## config.mk

```make
export PLATFORM = sky130hd
export DESIGN_NAME = memAddrUnit
export DESIGN_NICKNAME = d
export VERILOG_FILES = /design/src/hw/vmaPkg.sv /design/src/hw/microDecode.sv /design/src/hw/dispatchRom.sv /design/src/hw/pcFlags.sv /design/src/hw/vmaRegister.sv /design/src/hw/memAddrUnit.sv
export VERILOG_INCLUDE_DIRS = /design/src /design/src/include
export SDC_FILE = /design/constraint.sdc
export NUM_CORES = 1
export LEC_CHECK = 0
export BUFFER_PORTS_ARGS = -buffer_cell sky130_fd_sc_hd__buf_2
export CAP_MARGIN = 30
export CORE_UTILIZATION = 43
export CTS_BUF_LIST = sky130_fd_sc_hd__clkbuf_8
export DETAILED_ROUTE_END_ITERATION = 6
export GPL_TIMING_DRIVEN = 1
export PLACE_DENSITY = 0.79
export SYNTH_ARGS = -nofsm -noshare
export SYNTH_HDL_FRONTEND = slang
export SYNTH_HIERARCHICAL = 1
export SYNTH_SLANG_ARGS = --single-unit
```

## constraint.sdc

```tcl
create_clock -name clk -period 2.45 [get_ports clk]
set_input_delay 0.3675 -clock clk [delete_from_list [all_inputs] [get_ports clk]]
set_output_delay 0.3675 -clock clk [all_outputs]
set_load 0.005 [all_outputs]
```

## src/include/vma_defs.svh

```systemverilog
// Word widths and microword/VMA field positions; include in any file that slices these words
`ifndef VMA_DEFS_SVH
`define VMA_DEFS_SVH

//////////////////////////////////////////////////
// Word widths
//////////////////////////////////////////////////

`define WORD_W      36
`define ADDR_W      23
`define UWORD_W     24

//////////////////////////////////////////////////
// Microword fields
//////////////////////////////////////////////////

// Memory control group
`define U_MEMCYCLE  0
`define U_LOADVMA   1
`define U_AREAD     2
`define U_WAIT      3
`define U_BWRITE    4
`define U_DPFUNC    5
`define U_FORCEUSER 6
`define U_FORCEEXEC 7
`define U_FETCH     8
`define U_PHYS      9
`define U_EXTD      10

// Cycle type requested by the microcode
`define U_READ      11
`define U_WRTEST    12
`define U_WRITE     13
`define U_CACHEINH  14

// Special function group, bits 23:19 spare
`define U_SPECEN    15
`define U_SPECSEL   18:16

//////////////////////////////////////////////////
// Data-path word and VMA layout
//////////////////////////////////////////////////

// Address in the low bits
`define D_ADDR      22:0
`define D_EXTD      23
// Cycle type
`define D_CACHEINH  24
`define D_WRITE     25
`define D_WRTEST    26
`define D_READ      27
// Reference flags, also the PC flag positions on a flag load
`define D_IOBYTE    28
`define D_VECT      29
`define D_WRU       30
`define D_IO        31
`define D_PREV      32
`define D_PHYS      33
`define D_FETCH     34
`define D_USER      35

`endif

```

## src/hw/vmaPkg.sv

```systemverilog
// Enum types for the VMA front end; pulled in by wildcard import in each module header
package vmaPkg;

   // Special function select, meaningful only with the enable bit
   typedef enum logic [2:0] {
      specNone     = 3'd0,
      specClrCache = 3'd1,
      specPrevious = 3'd2,
      specRsvd3    = 3'd3,
      specRsvd4    = 3'd4,
      specRsvd5    = 3'd5,
      specRsvd6    = 3'd6,
      specRsvd7    = 3'd7
   } specFunc_t;

   // Where the VMA flag fields come from
   typedef enum logic {
      fieldFromDp    = 1'b0,
      fieldFromMicro = 1'b1
   } fieldSrc_t;

   // Where the read/write-test/write/cache-inhibit bits come from
   typedef enum logic [1:0] {
      cycleFromDispatch = 2'd0,
      cycleFromDp       = 2'd1,
      cycleFromMicro    = 2'd2
   } cycleSrc_t;

   // Opcode class, top three opcode bits
   typedef enum logic [2:0] {
      opNoMem     = 3'd0,
      opRead      = 3'd1,
      opReadWrite = 3'd2,
      opWrite     = 3'd3,
      opImmediate = 3'd4,
      opJump      = 3'd5,
      opIo        = 3'd6,
      opSpecial   = 3'd7
   } opClass_t;

endpackage

```

## src/hw/microDecode.sv

```systemverilog
// Microword decode; turns the memory control group into VMA load enables and source selects
`timescale 1ns/100ps

`include "vma_defs.svh"

module microDecode
   import vmaPkg::*;
(
   input  logic [`UWORD_W-1:0] microWord,
   input  logic                dromVma,
   input  logic                dromWrite,
   // Load qualifiers
   output logic                vmaEn,
   output logic                memEn,
   // Source selects
   output fieldSrc_t           fieldSrc,
   output cycleSrc_t           cycleSrc,
   output logic                selPrevious,
   // Reference modifiers
   output logic                forceUser,
   output logic                forceExec,
   output logic                fetchCycle,
   output logic                physCycle,
   output logic                extAddr,
   // Microcode cycle bits
   output logic                microRead,
   output logic                microWrTest,
   output logic                microWrite,
   output logic                microCacheInh
);

   //////////////////////////////////////////////////
   // Field extraction
   //////////////////////////////////////////////////

   logic      memCycle;
   logic      loadVma;
   logic      aRead;
   logic      memWait;
   logic      bWrite;
   logic      dpFunc;
   logic      specEn;
   specFunc_t specFunc;
   logic      clrCache;

   assign memCycle = microWord[`U_MEMCYCLE];
   assign loadVma  = microWord[`U_LOADVMA];
   assign aRead    = microWord[`U_AREAD];
   assign memWait  = microWord[`U_WAIT];
   assign bWrite   = microWord[`U_BWRITE];
   assign dpFunc   = microWord[`U_DPFUNC];
   assign specEn   = microWord[`U_SPECEN];

   // Select field ignored unless enabled
   assign specFunc = specEn ? specFunc_t'(microWord[`U_SPECSEL]) : specNone;

   // Cache sweep and previous context share one field, so never both
   assign clrCache    = (specFunc == specClrCache);
   assign selPrevious = (specFunc == specPrevious);

   //////////////////////////////////////////////////
   // Load qualifiers
   //////////////////////////////////////////////////

   // Explicit load, dispatch A-read load, or cache sweep
   assign vmaEn = (memCycle & loadVma) | (memCycle & aRead & dromVma) | clrCache;

   // Cycle control start, or conditional write from dispatch
   assign memEn = (memCycle & memWait) | (memCycle & bWrite & dromWrite);

   // Flags from data path on a dp function
   assign fieldSrc = dpFunc ? fieldFromDp : fieldFromMicro;

   // A-read wins over dp function
   always_comb
   begin
      if (aRead)
         cycleSrc = cycleFromDispatch;
      else if (dpFunc)
         cycleSrc = cycleFromDp;
      else
         cycleSrc = cycleFromMicro;
   end

   // Straight microword controls
   assign forceUser     = microWord[`U_FORCEUSER];
   assign forceExec     = microWord[`U_FORCEEXEC];
   assign fetchCycle    = microWord[`U_FETCH];
   assign physCycle     = microWord[`U_PHYS];
   assign extAddr       = microWord[`U_EXTD];
   assign microRead     = microWord[`U_READ];
   assign microWrTest   = microWord[`U_WRTEST];
   assign microWrite    = microWord[`U_WRITE];
   assign microCacheInh = microWord[`U_CACHEINH];

endmodule

```

## src/hw/dispatchRom.sv

```systemverilog
// Dispatch table by opcode class; gives the memory cycle type and VMA-load permission
`timescale 1ns/100ps

module dispatchRom
   import vmaPkg::*;
(
   input  logic [8:0] opcode,
   output logic       dromRead,
   output logic       dromWrTest,
   output logic       dromWrite,
   output logic       dromVma
);

   //////////////////////////////////////////////////
   // Class decode
   //////////////////////////////////////////////////

   // Low six bits pick an instruction within the class
   // and do not change its memory behaviour
   opClass_t   opClass;
   logic [3:0] romEntry;

   assign opClass = opClass_t'(opcode[8:6]);

   //////////////////////////////////////////////////
   // Table
   //////////////////////////////////////////////////

   // Entry layout {read, wrtest, write, vma}
   always_comb
   begin
      case (opClass)
         // Plain operand fetch
         opRead:      romEntry = 4'b1001;
         // Read-modify-write, test writability on the read
         opReadWrite: romEntry = 4'b1101;
         // Store only
         opWrite:     romEntry = 4'b0011;
         // IO read, address comes from elsewhere
         opIo:        romEntry = 4'b1000;
         // Jump target goes to VMA, no cycle
         opJump:      romEntry = 4'b0001;
         // No memory reference
         opNoMem:     romEntry = 4'b0000;
         opImmediate: romEntry = 4'b0000;
         opSpecial:   romEntry = 4'b0000;
         default:     romEntry = 4'b0000;
      endcase
   end

   assign dromRead   = romEntry[3];
   assign dromWrTest = romEntry[2];
   assign dromWrite  = romEntry[1];
   assign dromVma    = romEntry[0];

endmodule

```

## src/hw/pcFlags.sv

```systemverilog
// PC user and previous-context-user flags; loaded from the data path or swapped on a context switch
`timescale 1ns/100ps

`include "vma_defs.svh"

module pcFlags
(
   input  logic               clk,
   input  logic               rst,
   input  logic               clken,
   // Strobes
   input  logic               flagLoad,
   input  logic               ctxSwitch,
   // Data path word
   input  logic [`WORD_W-1:0] dp,
   // Current flags
   output logic               flagUser,
   output logic               flagPcu
);

   //////////////////////////////////////////////////
   // Flag register
   //////////////////////////////////////////////////

   // Flag load takes priority over context switch
   // PCU is taken from the prev bit position of the word
   always_ff @(posedge clk)
   begin
      if (rst)
      begin
         flagUser <= 1'b0;
         flagPcu  <= 1'b0;
      end
      else if (clken)
      begin
         if (flagLoad)
         begin
            flagUser <= dp[`D_USER];
            flagPcu  <= dp[`D_PREV];
         end
         else if (ctxSwitch)
         begin
            // Old mode becomes previous context, now executive
            flagPcu  <= flagUser;
            flagUser <= 1'b0;
         end
      end
   end

endmodule

```

## src/hw/vmaRegister.sv

```systemverilog
// VMA address, reference flags and cycle-control register with its one-cycle load pulse
`timescale 1ns/100ps

`include "vma_defs.svh"

module vmaRegister
   import vmaPkg::*;
(
   input  logic               clk,
   input  logic               rst,
   input  logic               clken,
   input  logic               pageFail,
   input  logic               cpuExec,
   input  logic               prevEn,
   input  logic [`WORD_W-1:0] dp,
   // From microword decode
   input  logic               vmaEn,
   input  logic               memEn,
   input  fieldSrc_t          fieldSrc,
   input  cycleSrc_t          cycleSrc,
   input  logic               selPrevious,
   input  logic               forceUser,
   input  logic               forceExec,
   input  logic               fetchCycle,
   input  logic               physCycle,
   input  logic               extAddr,
   input  logic               microRead,
   input  logic               microWrTest,
   input  logic               microWrite,
   input  logic               microCacheInh,
   // From dispatch table
   input  logic               dromRead,
   input  logic               dromWrTest,
   input  logic               dromWrite,
   // From PC flags
   input  logic               flagUser,
   input  logic               flagPcu,
   output logic [`WORD_W-1:0] vmaReg,
   output logic               vmaLoad
);

   logic [`ADDR_W-1:0] vmaAddr;
   logic               vmaExtd;
   logic               vmaUser, vmaFetch, vmaPhys, vmaPrev;
   logic               vmaIo, vmaWru, vmaVect, vmaIoByte;
   logic               vmaRead, vmaWrTest, vmaWrite, vmaCacheInh;
   logic               userSel;
   logic [3:0]         nextCycle;

   //////////////////////////////////////////////////
   // Address and flag fields
   //////////////////////////////////////////////////

   // User mode selection for microcode-built references
   assign userSel = (~forceExec & flagUser & ~cpuExec) | (fetchCycle & flagUser) |
                    (prevEn & flagPcu) | (selPrevious & flagPcu) | forceUser;

   always_ff @(posedge clk)
   begin
      if (rst)
      begin
         vmaAddr   <= '0;
         vmaExtd   <= 1'b0;
         vmaUser   <= 1'b0;
         vmaFetch  <= 1'b0;
         vmaPhys   <= 1'b0;
         vmaPrev   <= 1'b0;
         vmaIo     <= 1'b0;
         vmaWru    <= 1'b0;
         vmaVect   <= 1'b0;
         vmaIoByte <= 1'b0;
      end
      // Page fail freezes the faulting address
      else if (clken & vmaEn & ~pageFail)
      begin
         vmaAddr <= dp[`D_ADDR];
         vmaExtd <= extAddr;
         if (fieldSrc == fieldFromDp)
         begin
            vmaUser   <= dp[`D_USER];
            vmaFetch  <= dp[`D_FETCH];
            vmaPhys   <= dp[`D_PHYS];
            vmaPrev   <= dp[`D_PREV];
            vmaIo     <= dp[`D_IO];
            vmaWru    <= dp[`D_WRU];
            vmaVect   <= dp[`D_VECT];
            vmaIoByte <= dp[`D_IOBYTE];
         end
         else
         begin
            vmaUser   <= userSel;
            vmaFetch  <= fetchCycle;
            vmaPhys   <= physCycle;
            vmaPrev   <= prevEn | selPrevious;
            // Never an IO reference from microcode
            vmaIo     <= 1'b0;
            vmaWru    <= 1'b0;
            vmaVect   <= 1'b0;
            vmaIoByte <= 1'b0;
         end
      end
   end

   //////////////////////////////////////////////////
   // Cycle control
   //////////////////////////////////////////////////

   // {read, wrtest, write, cacheinh}, dispatch never inhibits cache
   always_comb
   begin
      case (cycleSrc)
         cycleFromDispatch: nextCycle = {dromRead, dromWrTest, dromWrite, 1'b0};
         cycleFromDp:       nextCycle = {dp[`D_READ], dp[`D_WRTEST], dp[`D_WRITE],
                                         dp[`D_CACHEINH]};
         default:           nextCycle = {microRead, microWrTest, microWrite, microCacheInh};
      endcase
   end

   always_ff @(posedge clk)
   begin
      if (rst)
         {vmaRead, vmaWrTest, vmaWrite, vmaCacheInh} <= 4'b0000;
      else if (clken & memEn & ~pageFail)
         {vmaRead, vmaWrTest, vmaWrite, vmaCacheInh} <= nextCycle;
   end

   // Load pulse, raw enable delayed one clock
   always_ff @(posedge clk)
   begin
      if (rst)
         vmaLoad <= 1'b0;
      else
         vmaLoad <= vmaEn;
   end

   // Pack fields into the shared word layout
   always_comb
   begin
      vmaReg              = '0;
      vmaReg[`D_ADDR]     = vmaAddr;
      vmaReg[`D_EXTD]     = vmaExtd;
      vmaReg[`D_USER]     = vmaUser;
      vmaReg[`D_FETCH]    = vmaFetch;
      vmaReg[`D_PHYS]     = vmaPhys;
      vmaReg[`D_PREV]     = vmaPrev;
      vmaReg[`D_IO]       = vmaIo;
      vmaReg[`D_WRU]      = vmaWru;
      vmaReg[`D_VECT]     = vmaVect;
      vmaReg[`D_IOBYTE]   = vmaIoByte;
      vmaReg[`D_READ]     = vmaRead;
      vmaReg[`D_WRTEST]   = vmaWrTest;
      vmaReg[`D_WRITE]    = vmaWrite;
      vmaReg[`D_CACHEINH] = vmaCacheInh;
   end

endmodule

```

## src/hw/memAddrUnit.sv

```systemverilog
// Top of the VMA front end; wires microword decode, dispatch table, PC flags and VMA register
`timescale 1ns/100ps

`include "vma_defs.svh"

module memAddrUnit
   import vmaPkg::*;
(
   input  logic                clk,
   input  logic                rst,
   input  logic                clken,
   input  logic [`UWORD_W-1:0] microWord,
   input  logic [8:0]          opcode,
   input  logic [`WORD_W-1:0]  dp,
   input  logic                cpuExec,
   input  logic                prevEn,
   input  logic                pageFail,
   input  logic                flagLoad,
   input  logic                ctxSwitch,
   output logic [`WORD_W-1:0]  vmaReg,
   output logic                vmaLoad
);

   //////////////////////////////////////////////////
   // Internal nets
   //////////////////////////////////////////////////

   // Decode outputs
   logic      vmaEn, memEn, selPrevious;
   fieldSrc_t fieldSrc;
   cycleSrc_t cycleSrc;
   logic      forceUser, forceExec, fetchCycle, physCycle, extAddr;
   logic      microRead, microWrTest, microWrite, microCacheInh;
   // Dispatch outputs
   logic      dromRead, dromWrTest, dromWrite, dromVma;
   // PC flags
   logic      flagUser, flagPcu;

   // Control
   microDecode u_microDecode (.microWord, .dromVma, .dromWrite, .vmaEn, .memEn,
                              .fieldSrc, .cycleSrc, .selPrevious, .forceUser,
                              .forceExec, .fetchCycle, .physCycle, .extAddr,
                              .microRead, .microWrTest, .microWrite, .microCacheInh);

   // Opcode class lookup
   dispatchRom u_dispatchRom (.opcode, .dromRead, .dromWrTest, .dromWrite, .dromVma);

   // Mode flags
   pcFlags u_pcFlags (.clk, .rst, .clken, .flagLoad, .ctxSwitch, .dp,
                      .flagUser, .flagPcu);

   // Address register
   vmaRegister u_vmaRegister (.clk, .rst, .clken, .pageFail, .cpuExec, .prevEn, .dp,
                              .vmaEn, .memEn, .fieldSrc, .cycleSrc, .selPrevious,
                              .forceUser, .forceExec, .fetchCycle, .physCycle,
                              .extAddr, .microRead, .microWrTest, .microWrite,
                              .microCacheInh, .dromRead, .dromWrTest, .dromWrite,
                              .flagUser, .flagPcu, .vmaReg, .vmaLoad);

endmodule

```

==> reports/metrics.cfg, run 1 <==
[critical_path]
critPathLaunchType = input pin
end_kind = register
cp.required_ns = 2.60
arrival_ns = 1.80
path_class = input pin to register
worstPathMaxFanout = 12

[global_route]
overflow = 0
grt_pass1_wl_um = 5990
grt_usage_pct = 17.4
grt_pass1_vias = 1387
antenna_found_initial = 0
grt_max_degree = 22

[yosys]
synth_edf_count = 0
synth.ff_latch_count = 39
yosys-top-cells-count = 56 x nand2_1, 39 x dfxtp_1, 28 x a21oi_1
yosysSeqAreaShare_pct = 40.9
synth.most_common_cell = nand2_1
yosys_warnings = 6
synth_area_per_cell_um2 = 8.53
synth.net_count = 303
yosysUniqueCellTypes = 36
synth.area.top_cells = dfxtp_1 41%, nand2_1 11%, buf_4 8.6%
synthFlopType = dfxtp_1
synth_area_leader_cell = dfxtp_1
ys_async_sr_fraction_pct = 0
synth_top_area_share_pct = 40.9
syn_inst = 224
synthesis.area_um2 = 1910

[layout]
final_layout_size_suffix_gt1_share_pct = 42.0
ff_latch_area_um2 = 781
diodes = 0
final_cells = 355
multi_input_area_um2 = 863
fillCellCount = 405
nNetsFinal = 383
area_growth_pct = 23.0
fin_area_um2 = 2350

[clocking]
cts_sinks = 39
cts_root_buf = clkbuf_8
clock_latency_ns = 0.28
cts-hold-fix-buffers = 0
post-cts-setup-buffers = 0
cts_buffer_depth = 2
numCtsBuffers = 5
clk_pin_slew_worst_paths_ns = 0.07
htree_levels = 2
cts.repair.resized = 0
tritoncts = done

[pwr]
seqPwrFrac_pct = 53.9
clkPwrFrac_pct = 31.8
switchingPower_uw = 298
p_per_area_nw_per_um2 = 524
p_leak_uw = 0.00110
combPwrFrac_pct = 14.3
swShare_pct = 24.2
internal_power_uw = 932
ir_drop_mv = 0.197

[place]
post-dp-hpwl_um = 3050
dp_cells = 347
dpl_cell_area_um2 = 2270
place_congestion = 0.707
io_buffers = 101

[timing]
fmax_ghz = 0.604
fin_skew_ns = 0.000119
min_period_ns = 1.65
rsz0062_at_grt = false
fin_crit_sh_pct = 67.5
tns_ns = 0
hold_violations = 0
drv_slew = 0
worst_pin_slew_ns = 0.540
slew_headroom_pct = 63.9
setup-violations-final = 0

[floorplanning]
die_x_um = 68.7
die_y_um = 68.7
io_pins = 114
dieArea_um2 = 4710
coreArea_um2 = 4140
num_rows = 23
initial_core_util_pct = 46.1

[detailed_routing]
drt-pass1-iter-count = 4
final_antenna_net_count = 0
drc = 0
drt_wl_total_um = 4000
vias = 1702
dr.first_iter.drc_count = 77
routedWlPerCell_um = 11.3
via_per_inst = 4.79

[flow_run]
drv_cap = 0

[outcome]
status = finished clean

[worst_hold_path]
worstHoldPathType = input pin to register

## kinds of logic after synthesis
family	Yosys count	synth area share [%]
and+or+nand+nor	89	22.7
AOI/OAI and AO/OA	50	18.0
DFF	39	40.9
buffers and inverters	38	13.9
muxes	6	3.14
adders and majority gates	2	1.31
## through the flow
step / worst slack, ns / util, % / total power, µW / hold slack [ns]
finish: 0.796 / 56.7 / 1230 / 0.315
global route: 0.618 / 56.7 / 1300 / 0.305
CTS: 0.793 / 56.7 / 1260 / 0.303
detailed placement: 0.487 / 54.7 / 855 / 0.443
global placement: 0.504 / 54.7 / 851 / 0.439
floorplan: 1.06 / - / 787 / 0.432
## per-layer routing
metal | up-vias | share of wire [%] | wire length (µm) | GRT usage, %
li1 | 888 | - | - | -
met3 | 7 | 7.7 | 307 | 4.93
met2 | 76 | 45 | 1810 | 29.8
met4 | 0 | 1.3 | 52 | 7.03
met1 | 731 | 46 | 1830 | 20.3
met5 | - | 0 | 0 | 0
## power by group through the flow
stage / combinational (µW) / clock (µW) / sequential [µW]
final: 175 / 391 / 663
after global routing: 199 / 439 / 666
after CTS: 177 / 415 / 663
after detailed placement: 177 / 0 / 678
after global placement: 174 / 0 / 678
after floorplan: 108 / 0 / 679
## area by class of cell
type	instances	share of cell area (%)
repair buffers	106	23.1
clock inverters	3	0.532
multi-input cells	147	36.7
well taps	50	2.66
inverters	5	0.799
flip-flops and latches	39	33.2
clock buffers	5	2.93
## flip-flops by register name (all words and copies together), names as in the netlist
name                       flops
u_vmaRegister/vmaPrev          1
u_vmaRegister/vmaCacheInh      1
u_vmaRegister/vmaVect          1
u_vmaRegister/vmaWru           1
u_vmaRegister/vmaExtd          1
u_vmaRegister/vmaLoad          1
u_vmaRegister/vmaUser          1
u_vmaRegister/vmaPhys          1
u_vmaRegister/vmaAddr         23
u_vmaRegister/vmaIoByte        1
u_vmaRegister/vmaIo            1
u_pcFlags/flagUser             1
u_vmaRegister/vmaWrite         1
u_pcFlags/flagPcu              1
u_vmaRegister/vmaWrTest        1
u_vmaRegister/vmaFetch         1
u_vmaRegister/vmaRead          1
## critical path: stages
cell	delay [ns]
buf_2	0.11
nor2_1	0.04
a21oi_1	0.11
a21oi_1	0.08
o21ai_1	0.19
nand3b_1	0.42
buf_4	0.34
nand2_1	0.07
a21oi_1	0.06
## path summary, 6_finish.rpt
path	start	end	slack, ns	depth (start not counted)
worst min-delay path	dp[19]	u_vmaRegister/vmaAddr[19]	0.31	3
worst min register to register	u_vmaRegister/vmaAddr[22]	u_vmaRegister/vmaAddr[22]	0.45	2
worst max register to register	u_pcFlags/flagPcu	u_vmaRegister/vmaUser	1.50	3
worst max-delay path	opcode[7]	u_vmaRegister/vmaAddr[16]	0.80	9
## cells in the final DEF (no fill, tap or decap), drive strengths merged, types with 2 or more instances in the layout
| cell | netlist | final |
|---|---|---|
| clkbuf | 0 | 5 |
| mux2i | 6 | 6 |
| ha | 2 | 2 |
| a22o | 3 | 3 |
| nor2b | 7 | 7 |
| dfxtp | 39 | 39 |
| nand2 | 56 | 56 |
| nand3b | 4 | 4 |
| and4bb | 2 | 2 |
| a211oi | 2 | 2 |
| a21oi | 32 | 32 |
| buf | 33 | 106 |
| nand3 | 4 | 4 |
| nor2 | 11 | 11 |
| o21ai | 5 | 5 |
| inv | 5 | 7 |
(Power assumes the default switching activity.)
==> run 2: changes to the inputs <==
--- a/config.mk
+++ b/config.mk
@@ -6,13 +6,14 @@
 export SDC_FILE = /design/constraint.sdc
 export NUM_CORES = 1
 export LEC_CHECK = 0
+export ABC_AREA = 1
 export BUFFER_PORTS_ARGS = -buffer_cell sky130_fd_sc_hd__buf_2
 export CAP_MARGIN = 30
-export CORE_UTILIZATION = 43
+export CORE_UTILIZATION = 40
 export CTS_BUF_LIST = sky130_fd_sc_hd__clkbuf_8
 export DETAILED_ROUTE_END_ITERATION = 6
 export GPL_TIMING_DRIVEN = 1
-export PLACE_DENSITY = 0.79
+export PLACE_DENSITY = 0.78
 export SYNTH_ARGS = -nofsm -noshare
 export SYNTH_HDL_FRONTEND = slang
 export SYNTH_HIERARCHICAL = 1
==> constraint.sdc (replaced) <==
create_clock -name clk -period 1.5 [get_ports clk]
set_input_delay 0.225 -clock clk [delete_from_list [all_inputs] [get_ports clk]]
set_output_delay 0.225 -clock clk [all_outputs]
set_load 0.005 [all_outputs]
==> reports/metrics.cfg, run 2 <==
[yosys]
synth.area.top_cells = dfxtp_1 42%, nor2_1 13%, o21ai_0 9.5%
synth_top_area_share_pct = 42.3  ; +1.4 points
yosysUniqueCellTypes = 20  ; -44%
synth_edf_count = 0  ; unchanged
synth_area_per_cell_um2 = 7.19  ; -16%
ys_async_sr_fraction_pct = 0  ; unchanged
yosysSeqAreaShare_pct = 42.3  ; +1.4 points
syn_inst = 257  ; +15%
synth.ff_latch_count = 39  ; unchanged
synthesis.area_um2 = 1850  ; -3.3%
synth.net_count = 336  ; +11%
synthFlopType = dfxtp_1
synth_area_leader_cell = dfxtp_1
synth.most_common_cell = nor2_1
yosys-top-cells-count = 63 x nor2_1, 39 x dfxtp_1, 35 x o21ai_0
yosys_warnings = 6  ; unchanged

[clocking]
clock_latency_ns = 0.28  ; about the same
tritoncts = done
cts.repair.resized = 0  ; unchanged
numCtsBuffers = 5  ; unchanged
post-cts-setup-buffers = 0  ; unchanged
cts-hold-fix-buffers = 0  ; unchanged
htree_levels = 2  ; unchanged
cts_buffer_depth = 2  ; unchanged
clk_pin_slew_worst_paths_ns = 0.07  ; about the same
cts_sinks = 39  ; unchanged
cts_root_buf = clkbuf_8

[global_route]
grt_max_degree = 21  ; -4.5%
grt_pass1_wl_um = 7000  ; +17%
antenna_found_initial = 0  ; unchanged
grt_pass1_vias = 1659  ; +20%
grt_usage_pct = 17.4  ; -0.057 points
overflow = 0  ; unchanged

[layout]
fillCellCount = 437  ; +7.9%
diodes = 0  ; unchanged
final_layout_size_suffix_gt1_share_pct = 34.9  ; -7.1 points
area_growth_pct = 28.1
final_cells = 393  ; +11%
final_common_cell = buf_2
nNetsFinal = 419  ; +9.4%
largest_reg_flops = 23  ; unchanged
final_cell_mix = 101 x buf_2, 63 x nor2_1, 39 x dfxtp_1
top_register = u_vmaRegister/vmaAddr

[pwr]
power_uw = 2310  ; +88%
combPwrFrac_pct = 13.9  ; -0.4 points
swShare_pct = 23.2  ; -1.0 points
p_per_area_nw_per_um2 = 978  ; +87%
internal_power_uw = 1780  ; +91%
ir_drop_mv = 0.444  ; +130%
clkPwrFrac_pct = 38.4  ; +6.6 points
p_leak_uw = 0.00122  ; +11%
seqPwrFrac_pct = 47.6  ; -6.3 points
switchingPower_uw = 537  ; +80%

[critical_path]
reg2reg_slack_ns = 0.69  ; -0.81 ns
path_class = input pin to register
slowest_stage = buf_4
critPathMaxStageDelay_ns = 0.20  ; -0.22 ns
worstPathMaxFanout = 19  ; +7
cp_common_cell = nand2_1
r2r_cells = 6  ; +3
end_kind = register
critPathLaunchType = input pin
cp.required_ns = 1.68  ; -0.92 ns
arrival_ns = 1.30  ; -0.50 ns
path_cells = buf_2 -> inv_1 -> nand2_1 -> nand2_1 -> nand2_1 -> nand2_1 -> nand2_1 -> nand2_1 -> nand3_4 -> buf_4 -> o21ai_0 -> nor2_1

[timing]
slew_headroom_pct = 76.6  ; +13 points
worst_pin_slew_ns = 0.349  ; -0.190 ns
tns_ns = 0  ; unchanged
hold_violations = 0  ; unchanged
fin_skew_ns = 0.000140  ; +0.0000212 ns
fmax_ghz = 0.893
min_period_ns = 1.12
setup-violations-final = 0  ; unchanged
rsz0062_at_grt = false
drv_slew = 0  ; unchanged
fin_crit_sh_pct = 74.6

[floorplanning]
dieArea_um2 = 4890  ; +3.8%
coreArea_um2 = 4380  ; +5.8%
die_y_um = 69.9  ; +1.9%
initial_core_util_pct = 42.1  ; -4.0 points
io_pins = 114  ; unchanged
num_rows = 24  ; +4.3%
die_x_um = 69.9  ; +1.9%

[detailed_routing]
drt_wl_total_um = 4150  ; +3.7%
drt-pass1-iter-count = 4  ; unchanged
final_antenna_net_count = 0  ; unchanged
via_per_inst = 4.64  ; -3.1%
routedWlPerCell_um = 10.6  ; -6.3%
dr.first_iter.drc_count = 88  ; +14%
vias = 1825  ; +7.2%
drc = 0  ; unchanged

[outcome]
status = finished clean

[place]
io_buffers = 101  ; unchanged
dp_cells = 385  ; +11%
place_congestion = 0.763  ; +7.8%
post-dp-hpwl_um = 3170  ; +3.8%

[flow_run]
drv_cap = 0  ; unchanged

[worst_hold_path]
worstHoldPathType = input pin to register
hold_depth = 3  ; unchanged

==> run 2: changes by cell type after synthesis, moves of 7 or more <==
cell / previous run / this run
nor2b_1: 7 / 0
nor2_1: 11 / 63
o21ai_0: 4 / 35
nand3_1: 0 / 13
inv_1: 4 / 17
a21oi_1: 28 / 13
nand2_1: 56 / 34
==> run 2: cell families after synthesis <==
logic type      after synthesis  synth area share, %
simple gates                112                 24.5
compound gates               53                 14.7
buf+inv                      51                 17.2
flops                        39                 42.3
fa+ha+maj                     2                 1.35
==> run 2: cell type report <==
| cell class | instances | area [µm²] | area share [%] |
|---|---|---|---|
| clock buffers | 6 | 82.6 | 3.49 |
| clock inverters | 2 | 35.0 | 1.48 |
| inverters | 20 | 78.8 | 3.33 |
| multi-input cells | 167 | 748 | 31.6 |
| flip-flops and latches | 39 | 781 | 33.0 |
| well taps | 52 | 65.1 | 2.75 |
| repair buffers | 107 | 576 | 24.3 |
==> run 2: worst max-delay path: cells and delay by family <==
| kind | cells | cell delay [ns] |
|---|---|---|
| simple gates | 8 | 0.52 |
| compound gates | 1 | 0.18 |
| buf+inv | 3 | 0.38 |
==> run 2: worst paths after layout <==
path,from,end
worst max-delay path,opcode[7],u_vmaRegister/vmaAddr[5]
worst min-delay path,dp[0],u_vmaRegister/vmaAddr[0]
worst max register to register,u_pcFlags/flagPcu,u_vmaRegister/vmaUser
worst min register to register,u_vmaRegister/vmaUser,u_vmaRegister/vmaUser
==> run 2: power by group through the flow <==
stage / clock network [µW] / logic, µW / registers, µW
5_1_grt: 954 / 370 / 1110
6_report: 889 / 323 / 1100
2_1_floorplan: 0 / 185 / 1130
3_3_place_gp: 0 / 317 / 1120
4_1_cts: 912 / 326 / 1100
3_5_place_dp: 0 / 323 / 1130
==> run 2: per-layer routing <==
metal | up-vias | global-route usage, % | routed length, µm
li1 | 961 | - | -
met1 | 775 | 21.3 | 1840
met2 | 85 | 29.2 | 1930
met3 | 4 | 5.05 | 351
met4 | 0 | 5.56 | 24
met5 | - | 0 | 0
==> run 2: through the flow <==
stage / util [%] / worst slack (ns) / hold slack (ns) / instance area (µm²)
finish: 54.0 / 0.380 / 0.185 / 2370
global route: 54.0 / 0.176 / 0.200 / 2370
CTS: 54.0 / 0.375 / 0.178 / 2370
detailed placement: 51.3 / 0.0660 / 0.452 / 2250
global placement: 51.3 / 0.0826 / 0.450 / 2250
floorplan: - / 0.342 / 0.294 / 1850
